--- src/common/pipe_pkg.sv ---
package pipe_pkg;

    // ------------------------------
    // Issue and writeback width
    // ------------------------------
    localparam int NUM_LANES = 2;  // Issue lanes and writeback slots alike
    localparam int NUM_UNITS = 4;

    // ------------------------------
    // Execution units
    // ------------------------------
    // The index is the bit in the unit mask and also the writeback priority,
    // with unit 0 served first
    localparam int UNIT_ALU0 = 0;
    localparam int UNIT_ALU1 = 1;
    localparam int UNIT_BEU  = 2;  // Only unit that can redirect the front end
    localparam int UNIT_LSU  = 3;

    typedef logic [NUM_UNITS-1:0] unit_mask_t;

    // ------------------------------
    // Scoreboard
    // ------------------------------
    localparam int SB_IDX_W = 3;
    localparam int SID_W    = SB_IDX_W + 1;  // Wrap bit on top of the entry index

    typedef logic [SID_W-1:0] sid_t;

endpackage

--- src/common/isa_pkg.sv ---
package isa_pkg;

    // ------------------------------
    // Register file
    // ------------------------------
    localparam int XLEN      = 64;
    localparam int REG_IDX_W = 5;

    typedef logic [REG_IDX_W-1:0] reg_idx_t;
    typedef logic [XLEN-1:0]      xword_t;

    // ------------------------------
    // Instruction fields
    // ------------------------------
    localparam int RD_TYPE_W   = 2;
    localparam int FUNC_CODE_W = 4;  // Operation code as each unit decodes it
    localparam int FUNC3_W     = 3;
    localparam int FUNC2_W     = 2;

    // Integer, float or no destination at all
    typedef logic [RD_TYPE_W-1:0] rd_type_t;

    typedef logic [FUNC_CODE_W-1:0] func_code_t;
    typedef logic [FUNC3_W-1:0]     func3_t;
    typedef logic [FUNC2_W-1:0]     func2_t;

endpackage
--- src/common/exe_ports_if.sv ---
`timescale 1ns/1ps

// Operand bundle handed to one execution unit
interface unit_issue_if import isa_pkg::*, pipe_pkg::*; ();

    logic       valid;
    logic       rs1_valid;
    reg_idx_t   rs1;
    xword_t     rs1_value;
    logic       rs2_valid;
    reg_idx_t   rs2;
    xword_t     rs2_value;
    reg_idx_t   rd;
    rd_type_t   rd_type;
    func_code_t func_code;
    func3_t     func3;
    func2_t     func2;
    sid_t       sid;

    modport src (
        output valid, rs1_valid, rs1, rs1_value, rs2_valid, rs2, rs2_value,
        output rd, rd_type, func_code, func3, func2, sid
    );

    modport dst (
        input valid, rs1_valid, rs1, rs1_value, rs2_valid, rs2, rs2_value,
        input rd, rd_type, func_code, func3, func2, sid
    );

endinterface

// Result offered by one execution unit for writeback
interface unit_result_if import isa_pkg::*, pipe_pkg::*; ();

    logic     valid;
    logic     stall;        // Unit holds its result this cycle
    xword_t   rd_value;
    reg_idx_t rd;
    sid_t     sid;
    logic     redirect;
    xword_t   redirect_pc;

    modport src (output valid, stall, rd_value, rd, sid, redirect, redirect_pc);
    modport dst (input valid, stall, rd_value, rd, sid, redirect, redirect_pc);

endinterface

--- src/verilog/exe_stage_top.sv ---
`timescale 1ns/1ps

module exe_stage_top import isa_pkg::*, pipe_pkg::*; (
    input  logic       clk,
    input  logic       reset_i,

    // Issue lanes
    input  logic       lane_valid_i     [NUM_LANES],
    input  unit_mask_t lane_unit_mask_i [NUM_LANES],
    input  logic       lane_rs1_valid_i [NUM_LANES],
    input  logic       lane_rs2_valid_i [NUM_LANES],
    input  reg_idx_t   lane_rs1_i       [NUM_LANES],
    input  reg_idx_t   lane_rs2_i       [NUM_LANES],
    input  reg_idx_t   lane_rd_i        [NUM_LANES],
    input  xword_t     lane_rs1_value_i [NUM_LANES],
    input  xword_t     lane_rs2_value_i [NUM_LANES],
    input  rd_type_t   lane_rd_type_i   [NUM_LANES],
    input  func_code_t lane_func_code_i [NUM_LANES],
    input  func3_t     lane_func3_i     [NUM_LANES],
    input  func2_t     lane_func2_i     [NUM_LANES],
    input  sid_t       lane_sid_i       [NUM_LANES],

    // Operands to the execution units
    output logic       exe_valid_o      [NUM_UNITS],
    output logic       exe_rs1_valid_o  [NUM_UNITS],
    output reg_idx_t   exe_rs1_o        [NUM_UNITS],
    output xword_t     exe_rs1_value_o  [NUM_UNITS],
    output logic       exe_rs2_valid_o  [NUM_UNITS],
    output reg_idx_t   exe_rs2_o        [NUM_UNITS],
    output xword_t     exe_rs2_value_o  [NUM_UNITS],
    output reg_idx_t   exe_rd_o         [NUM_UNITS],
    output rd_type_t   exe_rd_type_o    [NUM_UNITS],
    output func_code_t exe_func_code_o  [NUM_UNITS],
    output func3_t     exe_func3_o      [NUM_UNITS],
    output func2_t     exe_func2_o      [NUM_UNITS],
    output sid_t       exe_sid_o        [NUM_UNITS],

    // Results from the execution units
    input  logic       res_valid_i      [NUM_UNITS],
    input  logic       res_stall_i      [NUM_UNITS],
    input  xword_t     res_rd_value_i   [NUM_UNITS],
    input  reg_idx_t   res_rd_i         [NUM_UNITS],
    input  sid_t       res_sid_i        [NUM_UNITS],
    input  logic       beu_redirect_i,
    input  xword_t     beu_redirect_pc_i,

    // Writeback slots
    output logic       wb_valid_o       [NUM_LANES],
    output xword_t     wb_data_o        [NUM_LANES],
    output reg_idx_t   wb_rd_o          [NUM_LANES],
    output sid_t       wb_sid_o         [NUM_LANES],
    output logic       wb_redirect_o    [NUM_LANES],
    output xword_t     wb_redirect_pc_o [NUM_LANES]
);

    unit_issue_if  issue_bus  [NUM_UNITS] ();
    unit_result_if result_bus [NUM_UNITS] ();

    issue_dispatch issue_dispatch_inst (
        .clk              (clk),
        .reset_i          (reset_i),
        .lane_valid_i     (lane_valid_i),
        .lane_unit_mask_i (lane_unit_mask_i),
        .lane_rs1_valid_i (lane_rs1_valid_i),
        .lane_rs2_valid_i (lane_rs2_valid_i),
        .lane_rs1_i       (lane_rs1_i),
        .lane_rs2_i       (lane_rs2_i),
        .lane_rd_i        (lane_rd_i),
        .lane_rs1_value_i (lane_rs1_value_i),
        .lane_rs2_value_i (lane_rs2_value_i),
        .lane_rd_type_i   (lane_rd_type_i),
        .lane_func_code_i (lane_func_code_i),
        .lane_func3_i     (lane_func3_i),
        .lane_func2_i     (lane_func2_i),
        .lane_sid_i       (lane_sid_i),
        .unit_o           (issue_bus)
    );

    // ------------------------------
    // Per-unit port mapping
    // ------------------------------
    for (genvar u = 0; u < NUM_UNITS; u++) begin : g_unit
        assign exe_valid_o[u]     = issue_bus[u].valid;
        assign exe_rs1_valid_o[u] = issue_bus[u].rs1_valid;
        assign exe_rs1_o[u]       = issue_bus[u].rs1;
        assign exe_rs1_value_o[u] = issue_bus[u].rs1_value;
        assign exe_rs2_valid_o[u] = issue_bus[u].rs2_valid;
        assign exe_rs2_o[u]       = issue_bus[u].rs2;
        assign exe_rs2_value_o[u] = issue_bus[u].rs2_value;
        assign exe_rd_o[u]        = issue_bus[u].rd;
        assign exe_rd_type_o[u]   = issue_bus[u].rd_type;
        assign exe_func_code_o[u] = issue_bus[u].func_code;
        assign exe_func3_o[u]     = issue_bus[u].func3;
        assign exe_func2_o[u]     = issue_bus[u].func2;
        assign exe_sid_o[u]       = issue_bus[u].sid;

        assign result_bus[u].valid    = res_valid_i[u];
        assign result_bus[u].stall    = res_stall_i[u];
        assign result_bus[u].rd_value = res_rd_value_i[u];
        assign result_bus[u].rd       = res_rd_i[u];
        assign result_bus[u].sid      = res_sid_i[u];

        if (u == UNIT_BEU) begin : g_redirect
            assign result_bus[u].redirect    = beu_redirect_i;
            assign result_bus[u].redirect_pc = beu_redirect_pc_i;
        end else begin : g_no_redirect
            assign result_bus[u].redirect    = 1'b0;  // Branches resolve in the BEU only
            assign result_bus[u].redirect_pc = '0;
        end
    end

    wb_arbiter wb_arbiter_inst (
        .clk              (clk),
        .reset_i          (reset_i),
        .unit_i           (result_bus),
        .wb_valid_o       (wb_valid_o),
        .wb_data_o        (wb_data_o),
        .wb_rd_o          (wb_rd_o),
        .wb_sid_o         (wb_sid_o),
        .wb_redirect_o    (wb_redirect_o),
        .wb_redirect_pc_o (wb_redirect_pc_o)
    );

endmodule

--- src/writeback/wb_arbiter.sv ---
`timescale 1ns/1ps

module wb_arbiter import isa_pkg::*, pipe_pkg::*; (
    input  logic       clk,
    input  logic       reset_i,
    unit_result_if.dst unit_i           [NUM_UNITS],
    output logic       wb_valid_o       [NUM_LANES],
    output xword_t     wb_data_o        [NUM_LANES],
    output reg_idx_t   wb_rd_o          [NUM_LANES],
    output sid_t       wb_sid_o         [NUM_LANES],
    output logic       wb_redirect_o    [NUM_LANES],
    output xword_t     wb_redirect_pc_o [NUM_LANES]
);

    logic [NUM_UNITS-1:0] eligible;
    logic [NUM_UNITS-1:0] unit_redirect;
    xword_t               unit_data        [NUM_UNITS];
    reg_idx_t             unit_rd          [NUM_UNITS];
    sid_t                 unit_sid         [NUM_UNITS];
    xword_t               unit_redirect_pc [NUM_UNITS];

    unit_mask_t grant [NUM_LANES];  // One-hot per slot, all zero when the slot is empty

    xword_t   slot_data        [NUM_LANES];
    reg_idx_t slot_rd          [NUM_LANES];
    sid_t     slot_sid         [NUM_LANES];
    logic     slot_redirect    [NUM_LANES];
    xword_t   slot_redirect_pc [NUM_LANES];

    for (genvar u = 0; u < NUM_UNITS; u++) begin : g_unit
        assign eligible[u]         = unit_i[u].valid & ~unit_i[u].stall;
        assign unit_data[u]        = unit_i[u].rd_value;
        assign unit_rd[u]          = unit_i[u].rd;
        assign unit_sid[u]         = unit_i[u].sid;
        assign unit_redirect[u]    = unit_i[u].redirect;
        assign unit_redirect_pc[u] = unit_i[u].redirect_pc;
    end

    // ------------------------------
    // Priority scan
    // ------------------------------
    // Eligible units fill the slots in unit index order
    always_comb begin
        int found;
        found = 0;
        for (int s = 0; s < NUM_LANES; s++) begin
            grant[s] = '0;
        end
        for (int u = 0; u < NUM_UNITS; u++) begin
            if (eligible[u] && found < NUM_LANES) begin
                grant[found][u] = 1'b1;
                found++;
            end
        end
    end

    // Redirect lines are low on all units but the BEU, so the same AND-OR serves them
    always_comb begin
        for (int s = 0; s < NUM_LANES; s++) begin
            slot_data[s]        = '0;
            slot_rd[s]          = '0;
            slot_sid[s]         = '0;
            slot_redirect[s]    = 1'b0;
            slot_redirect_pc[s] = '0;
            for (int u = 0; u < NUM_UNITS; u++) begin
                slot_data[s]        |= {XLEN{grant[s][u]}} & unit_data[u];
                slot_rd[s]          |= {REG_IDX_W{grant[s][u]}} & unit_rd[u];
                slot_sid[s]         |= {SID_W{grant[s][u]}} & unit_sid[u];
                slot_redirect[s]    |= grant[s][u] & unit_redirect[u];
                slot_redirect_pc[s] |= {XLEN{grant[s][u]}} & unit_redirect_pc[u];
            end
        end
    end

    // ------------------------------
    // Stage register
    // ------------------------------
    always_ff @(posedge clk) begin
        for (int s = 0; s < NUM_LANES; s++) begin
            if (reset_i) begin
                wb_valid_o[s]    <= 1'b0;
                wb_redirect_o[s] <= 1'b0;
            end else begin
                wb_valid_o[s]    <= |grant[s];
                wb_redirect_o[s] <= slot_redirect[s];
            end
        end
    end

    always_ff @(posedge clk) begin
        for (int s = 0; s < NUM_LANES; s++) begin
            wb_data_o[s]        <= slot_data[s];
            wb_rd_o[s]          <= slot_rd[s];
            wb_sid_o[s]         <= slot_sid[s];
            wb_redirect_pc_o[s] <= slot_redirect_pc[s];
        end
    end

endmodule

--- src/dispatch/issue_dispatch.sv ---
`timescale 1ns/1ps

module issue_dispatch import isa_pkg::*, pipe_pkg::*; (
    input  logic       clk,
    input  logic       reset_i,
    input  logic       lane_valid_i     [NUM_LANES],
    input  unit_mask_t lane_unit_mask_i [NUM_LANES],
    input  logic       lane_rs1_valid_i [NUM_LANES],
    input  logic       lane_rs2_valid_i [NUM_LANES],
    input  reg_idx_t   lane_rs1_i       [NUM_LANES],
    input  reg_idx_t   lane_rs2_i       [NUM_LANES],
    input  reg_idx_t   lane_rd_i        [NUM_LANES],
    input  xword_t     lane_rs1_value_i [NUM_LANES],
    input  xword_t     lane_rs2_value_i [NUM_LANES],
    input  rd_type_t   lane_rd_type_i   [NUM_LANES],
    input  func_code_t lane_func_code_i [NUM_LANES],
    input  func3_t     lane_func3_i     [NUM_LANES],
    input  func2_t     lane_func2_i     [NUM_LANES],
    input  sid_t       lane_sid_i       [NUM_LANES],
    unit_issue_if.src  unit_o           [NUM_UNITS]
);

    for (genvar u = 0; u < NUM_UNITS; u++) begin : g_unit
        logic [NUM_LANES-1:0] lane_sel;  // Lanes aiming at this unit
        int unsigned          pick;      // Lane whose bundle feeds the unit

        always_comb begin
            for (int l = 0; l < NUM_LANES; l++) begin
                lane_sel[l] = lane_valid_i[l] & lane_unit_mask_i[l][u];
            end
        end

        // The lowest selecting lane wins and a losing lane's bundle is dropped
        // With no lane selecting, the mux rests on the last lane
        always_comb begin
            pick = NUM_LANES - 1;
            for (int l = NUM_LANES - 1; l >= 0; l--) begin
                if (lane_sel[l]) begin
                    pick = l;
                end
            end
        end

        // ------------------------------
        // Stage register
        // ------------------------------
        always_ff @(posedge clk) begin
            if (reset_i) begin
                unit_o[u].valid <= 1'b0;
            end else begin
                unit_o[u].valid <= |lane_sel;
            end
        end

        always_ff @(posedge clk) begin
            unit_o[u].rs1_valid <= lane_rs1_valid_i[pick];
            unit_o[u].rs1       <= lane_rs1_i[pick];
            unit_o[u].rs1_value <= lane_rs1_value_i[pick];
            unit_o[u].rs2_valid <= lane_rs2_valid_i[pick];
            unit_o[u].rs2       <= lane_rs2_i[pick];
            unit_o[u].rs2_value <= lane_rs2_value_i[pick];
            unit_o[u].rd        <= lane_rd_i[pick];
            unit_o[u].rd_type   <= lane_rd_type_i[pick];
            unit_o[u].func_code <= lane_func_code_i[pick];
            unit_o[u].func3     <= lane_func3_i[pick];
            unit_o[u].func2     <= lane_func2_i[pick];
            unit_o[u].sid       <= lane_sid_i[pick];
        end
    end

endmodule

--- config.mk ---
export PLATFORM = sky130hd
export DESIGN_NAME = exe_stage_top
export DESIGN_NICKNAME = d
export VERILOG_FILES = /design/src/common/pipe_pkg.sv /design/src/common/isa_pkg.sv /design/src/common/exe_ports_if.sv /design/src/verilog/exe_stage_top.sv /design/src/writeback/wb_arbiter.sv /design/src/dispatch/issue_dispatch.sv
export SDC_FILE = /design/constraint.sdc
export NUM_CORES = 1
export LEC_CHECK = 0
export ABC_AREA = 1
export BUFFER_PORTS_ARGS = -buffer_cell sky130_fd_sc_hd__buf_2
export CORE_AREA = 2 2 631 633
export CTS_CLUSTER_DIAMETER = 120
export DETAILED_ROUTE_END_ITERATION = 10
export DIE_AREA = 0 0 633 635
export PLACE_DENSITY_LB_ADDON = 0.3
export RECOVER_POWER = 50
export SYNTH_ARGS = -nofsm -noshare
export SYNTH_HDL_FRONTEND = slang
export SYNTH_SLANG_ARGS = --single-unit
--- constraint.sdc ---
create_clock -name clk -period 4.5 [get_ports clk]
set_input_delay 0.225 -clock clk [delete_from_list [all_inputs] [get_ports clk]]
set_output_delay 0.225 -clock clk [all_outputs]
set_load 0.1 [all_outputs]
==> results.ini, run 1 <==
[outcome]
status=finished with violations
violations=capacitance limit, slew limit

[global_routing]
grt_pass1_wl_mm=324
grt-ovfl-total=0
grt_max_degree=143
antenna_found_initial=177
track_usage=0.120
grt_pass1_vias=34152

[worst_setup_path]
path_cells=buf_2 -> nor2_1 -> ha_1 -> inv_4 -> nand2_1 -> fa_1 -> nor2_4 -> buf_4 -> nand2_1 -> dlygate4sd3_1 -> nand3_1 -> dlygate4sd3_1
crit_arrival_ns=4.50
cp.required_ns=5.28
setup.worst_path.start=res_stall_i[2]
crit_type=in2reg
crit_family=buffers and inverters
cp.depth=12
crit_end=wb_arbiter_inst.wb_data_o[47]
endpoint_kind=register
cpMaxStageDelayCell=ha_1
slowest_delay_ns=0.87
path_buf_inv=5
cp_max_fo=30
worstSetupStartpointType=input pin

[final_layout]
instances_no_fill=11387
final_nets=6705
multiInputGateArea_um2=9800
seq_area_um2=18500
syn_to_final_growth_pct=87.8
final_core_util=0.144
final_cell_area_um2=56800
fillers=45653
drive_gt1_frac=0.275

[routing]
drc=0
wl_per_cell_um=22.2
dr.first_iter.drc_count=2204
first_pass_iters=5
wl_mm=252
vias=35244
avgViaCountPerCell=3.10
ant_nets=0

[die]
start_util=0.0767
fp.dieArea_um2=402000
die_w_um=633
die_height_um=635
core_um2=395000
io_pins=1619
rows=231

[timing]
post-route-worst-setup-slack_ns=0.781
slew-limit-headroom=-0.963
tightest_slew_ns=2.94
fin_crit_sh=0.827
slew_viol_final=404
fmax_mhz=269
hold_violations=0
final.setup.tns_ns=0
rsz0062_at_grt=no
setup_viol=0
holdWs_ns=0.0952
post-route-min-period_ns=3.72

[power_and_ir_drop]
peakVddDrop_mv=0.315
p_leak_nw=26.1
p_total_mw=26.5
p_per_area_nw_per_um2=466

[yosys]
synthesis.nets=4282
syn_inst=3581
synth.area.top_cells=dfxtp_1 61%, nand2_1 14%, o21ai_0 11%
synth_largest_area_cell=dfxtp_1
synth_cell_types=18
ys_seq_elements=922
syn_area_um2=30300
yosysTopAreaCellShare=0.610
avgSynthCellArea_um2=8.45
synth.yosys.seq_area_share=0.610
yosys_warnings=0

[clocking]
path_clk_slew_ns=0.06
cts_tree=yes
cts_buffers=112
postCtsSetupBuffers=0
cts_htree_levels=3
numClockSinks=922
root_buffer=clkbuf_16
cts_resized=0
cts_buffer_depth=4

[place]
io_buffers=1618
gp_congestion=0.955
post-place-cells=10238
placed_area_um2=44400
post-place-ws_ns=1.49
dp_hpwl_mm=211

[hold_path]
whs_path_depth=3
hold_class=in2reg

[flow_run]
maxCapViolCount=8

-- how the worst min path moves through the flow --
stage                  startpoint                                      to  slack [ns]
6_report          lane_func3_i[5]  issue_dispatch_inst.unit_o[2].func3[2]         0.1
5_1_grt           lane_valid_i[0]     issue_dispatch_inst.unit_o[2].valid        0.04
4_1_cts           lane_valid_i[0]     issue_dispatch_inst.unit_o[2].valid        0.01
3_5_place_dp          res_rd_i[2]              wb_arbiter_inst.wb_rd_o[2]        0.45
3_3_place_gp   res_rd_value_i[55]           wb_arbiter_inst.wb_data_o[55]        0.45
2_1_floorplan             reset_i     issue_dispatch_inst.unit_o[0].valid        0.29
-- cells by family after synthesis --
logic type	share of synthesized area
flip-flops	0.610
AO/OA/AOI/OAI	0.107
buffers and inverters	0.0682
adder cells (fa/ha/maj)	0.00190
AND/OR/NAND/NOR	0.213
-- tightest hold or removal path, stage by stage --
cell,delay (ns)
buf_2,0.08
inv_1,0.27
o21ai_0,0.25
-- what timing repair did --
item | in CTS | in global routing
hold buffers | 894 | 0
endpoints found under the setup margin | 0 | 0
hold endpoints to repair | 921 | 0
-- power breakdown --
group / switching, mW / leakage, nW / internal [mW]
Combinational: 6.66 / 16.7 / 1.54
Clock: 3.88 / 1.78 / 5.40
Sequential: 0.218 / 7.71 / 8.81
-- metal layers --
layer / wire, µm / vias to the layer above / GRT usage / share of wire
li1: - / 16416 / - / -
met1: 91500 / 16591 / 0.126 / 0.36
met2: 127000 / 1734 / 0.218 / 0.50
met3: 19900 / 459 / 0.0352 / 0.079
met4: 13900 / 44 / 0.0540 / 0.055
met5: 282 / - / 0 / 0.0011
-- layout by cell type (no fill, tap or decap), types with 3 or more instances in the layout --
cell,n
nand4_1,148
o21ai_0,641
nand3b_1,73
nor2_4,3
diode_2,67
clkbuf_8,19
inv_6,3
dlygate4sd3_1,894
inv_1,234
a21oi_1,4
nand2_1,1089
nand3_1,75
clkinv_2,9
clkbuf_16,112
buf_4,14
clkinv_4,3
dfxtp_1,922
nor2_1,130
clkbuf_2,4
buf_2,1466
bufinv_16,9
clkbuf_1,195
clkinvlp_4,3
buf_12,13
-- final cells by class --
class                   instances  area share
well taps                    5242       0.115
inverters                     237      0.0157
multi-input cells            2170       0.172
diodes                         67     0.00295
flip-flops and latches        922       0.325
clock buffers                 156      0.0556
repair buffers               2561       0.305
clock inverters                32     0.00883
-- Yosys cell counts --
cell type and instances:
nand4_1 148, ha_1 3, inv_2 3, nand3_1 76, dfxtp_1 922, buf_4 18
nor3_1 2, o21ai_0 641, fa_1 1, buf_2 129, clkbuf_1 93, nor2_1 131
nor2_2 2, a21oi_1 4, buf_1 12, nand2_1 1089, nand3b_1 73, inv_1 234
-- state kept, by name (all words and copies together) (netlist names) --
signal	count
issue_dispatch_inst.unit_o.func2	8
issue_dispatch_inst.unit_o.func3	12
issue_dispatch_inst.unit_o.func_code	16
issue_dispatch_inst.unit_o.rd	20
issue_dispatch_inst.unit_o.rd_type	8
issue_dispatch_inst.unit_o.rs1	20
issue_dispatch_inst.unit_o.rs1_valid	4
issue_dispatch_inst.unit_o.rs1_value	256
issue_dispatch_inst.unit_o.rs2	20
issue_dispatch_inst.unit_o.rs2_valid	4
issue_dispatch_inst.unit_o.rs2_value	256
issue_dispatch_inst.unit_o.sid	16
issue_dispatch_inst.unit_o.valid	4
wb_arbiter_inst.wb_data_o	128
wb_arbiter_inst.wb_rd_o	10
wb_arbiter_inst.wb_redirect_o	2
wb_arbiter_inst.wb_redirect_pc_o	128
wb_arbiter_inst.wb_sid_o	8
wb_arbiter_inst.wb_valid_o	2
Power figures use the tool's default switching activity.
==> run 2, diff against run 1 <==
- CORE_AREA: 2 2 631 633 -> 2 2 633 635
- DIE_AREA: 0 0 633 635 -> 0 0 635 637
- clock period: 4.5 -> 3.3 ns (I/O delays scaled with it)
==> run 2 against run 1 <==
  * The run still ends with capacitance limit, slew limit left
  * Sequential power grew 36%
  * Largest cell class unchanged
  * Clock power grew 42%
  * Final cell count grew 1.3%
  * Final area grew 1.9%
  * Routed wire length grew 2.7%
  * Critical path type unchanged
==> results.ini, run 2 (synthesis results as in run 1) <==
[outcome]
status=finished with violations
violations=capacitance limit, slew limit

[power_and_ir_drop]
p_leak_nw=26.3
p_comb_frac=0.307
p_sw_mw=14.9
peakVddDrop_mv=0.419
p_per_area_nw_per_um2=635
clkPwrFrac=0.359
internal-power_mw=21.9
pwr-share-seq=0.334
p_total_mw=36.8
swShare=0.404

[die]
rows=232
core_um2=398000
io_pins=1619
start_util=0.0760
fp.dieArea_um2=404000
die_height_um=637
die_w_um=635

[worst_setup_path]
crit_arrival_ns=4.05
worstSetupStartpointType=input pin
cp.required_ns=4.09
crit_type=in2reg
setup.worst_path.start=res_stall_i[3]
endpoint_kind=register
cp_max_fo=10

[final_layout]
final_nets=6799
syn_to_final_growth_pct=91.4
final_common_cell=buf_2
reg_top3=issue_dispatch_inst.unit_o.rs1_value (256), issue_dispatch_inst.unit_o.rs2_value (256)
final_cell_mix=1344 x buf_2, 1089 x nand2_1, 968 x dlygate4sd3_1, 922 x dfxtp_1, 641 x o21ai_0
final_core_util=0.146
drive_gt1_frac=0.255

[timing]
fin_crit_sh=0.988
fmax_mhz=307
final.setup.tns_ns=0
post-route-min-period_ns=3.26
setup_viol=0
holdWs_ns=0.0554
tightest_slew_ns=2.50
slew-limit-headroom=-0.663
post-route-worst-setup-slack_ns=0.0406
hold_violations=0
rsz0062_at_grt=no
slew_viol_final=102

[clocking]
cts_buffers=117
cts_htree_levels=3
numClockSinks=922
path_clk_slew_ns=0.06
postCtsSetupBuffers=0
root_buffer=clkbuf_16
cts_buffer_depth=4
cts_tree=yes

[hold_path]
hp-start=lane_valid_i[0]
hold_class=in2reg

[global_routing]
grt_pass1_wl_mm=332
antenna_found_initial=194
grt-ovfl-total=0
grt_pass1_vias=34866
grt_max_degree=149
track_usage=0.122

[routing]
vias=36110
drc=0
first_pass_iters=5
wl_mm=259
dr.first_iter.drc_count=2435
avgViaCountPerCell=3.13
ant_nets=0
wl_per_cell_um=22.5

[place]
io_buffers=1618
dp_hpwl_mm=217
post-place-ws_ns=0.484
gp_congestion=0.957

[flow_run]
maxCapViolCount=5

run 2: cell types whose count changed in the layout (fill, tap and decap cells not counted), sizes merged:
cell         delta
clkbuf        +143
buf           -108
dlygate4sd3    +74
diode          +17
clkinvlp        +3
clkinv          -2
inv             +2
bufinv          -1
run 2: final cells by class:
cell class / instances / area [µm²]
fill: 45813 / 340000
sequential: 922 / 18500
timing repair buffer: 2650 / 18100
multi-input combinational: 2170 / 9800
tap: 5265 / 6590
clock buffer: 176 / 3430
inverter: 237 / 893
clock inverter: 34 / 489
antenna: 84 / 210
run 2: stage by stage:
step | std cells | instance area (µm²)
finish | 11538 | 57900
global route | 11503 | 57900
CTS | 11454 | 58200
detailed placement | 10276 | 44600
global placement | 10276 | 44600
floorplan | 3581 | 30300
run 2: per-layer routing:
layer / track usage / up-vias / wire (µm)
met5: 0 / - / 554
met2: 0.218 / 1910 / 129000
li1: - / 16628 / -
met1: 0.126 / 16910 / 91600
met4: 0.0616 / 82 / 15700
met3: 0.0417 / 580 / 22600
run 2: repair_timing:
action,4_1_cts,5_1_grt
endpoints found under the hold margin,922,0
resized for setup,0,0
hold buffers,968,0
run 2: worst paths after layout:
| kind | slack, ns | cells past startpoint | end |
|---|---|---|---|
| worst max-delay path | 0.04 | 11 | wb_arbiter_inst.wb_data_o[58] |
| worst min-delay path | 0.06 | 3 | issue_dispatch_inst.unit_o[3].valid |
run 2: critical path: stages:
cell and delay (ns):
dlygate4sd3_1 0.54, clkbuf_1 0.12, nor2_4 0.31, inv_1 0.22, fa_1 0.59, nor2_4 0.54
buf_4 0.31, nand2_1 0.07, dlygate4sd3_1 0.55, nand3_1 0.07, dlygate4sd3_1 0.56
run 2: power groups by stage:
stage               logic (mW)  clock network [mW]  registers [mW]
floorplan                 1.14                   0            18.7
global placement          10.3                   0            12.5
detailed placement        10.3                   0            12.5
CTS                       11.6                13.6            12.3
global route              11.7                14.1            12.4
finish                    11.3                13.2            12.3
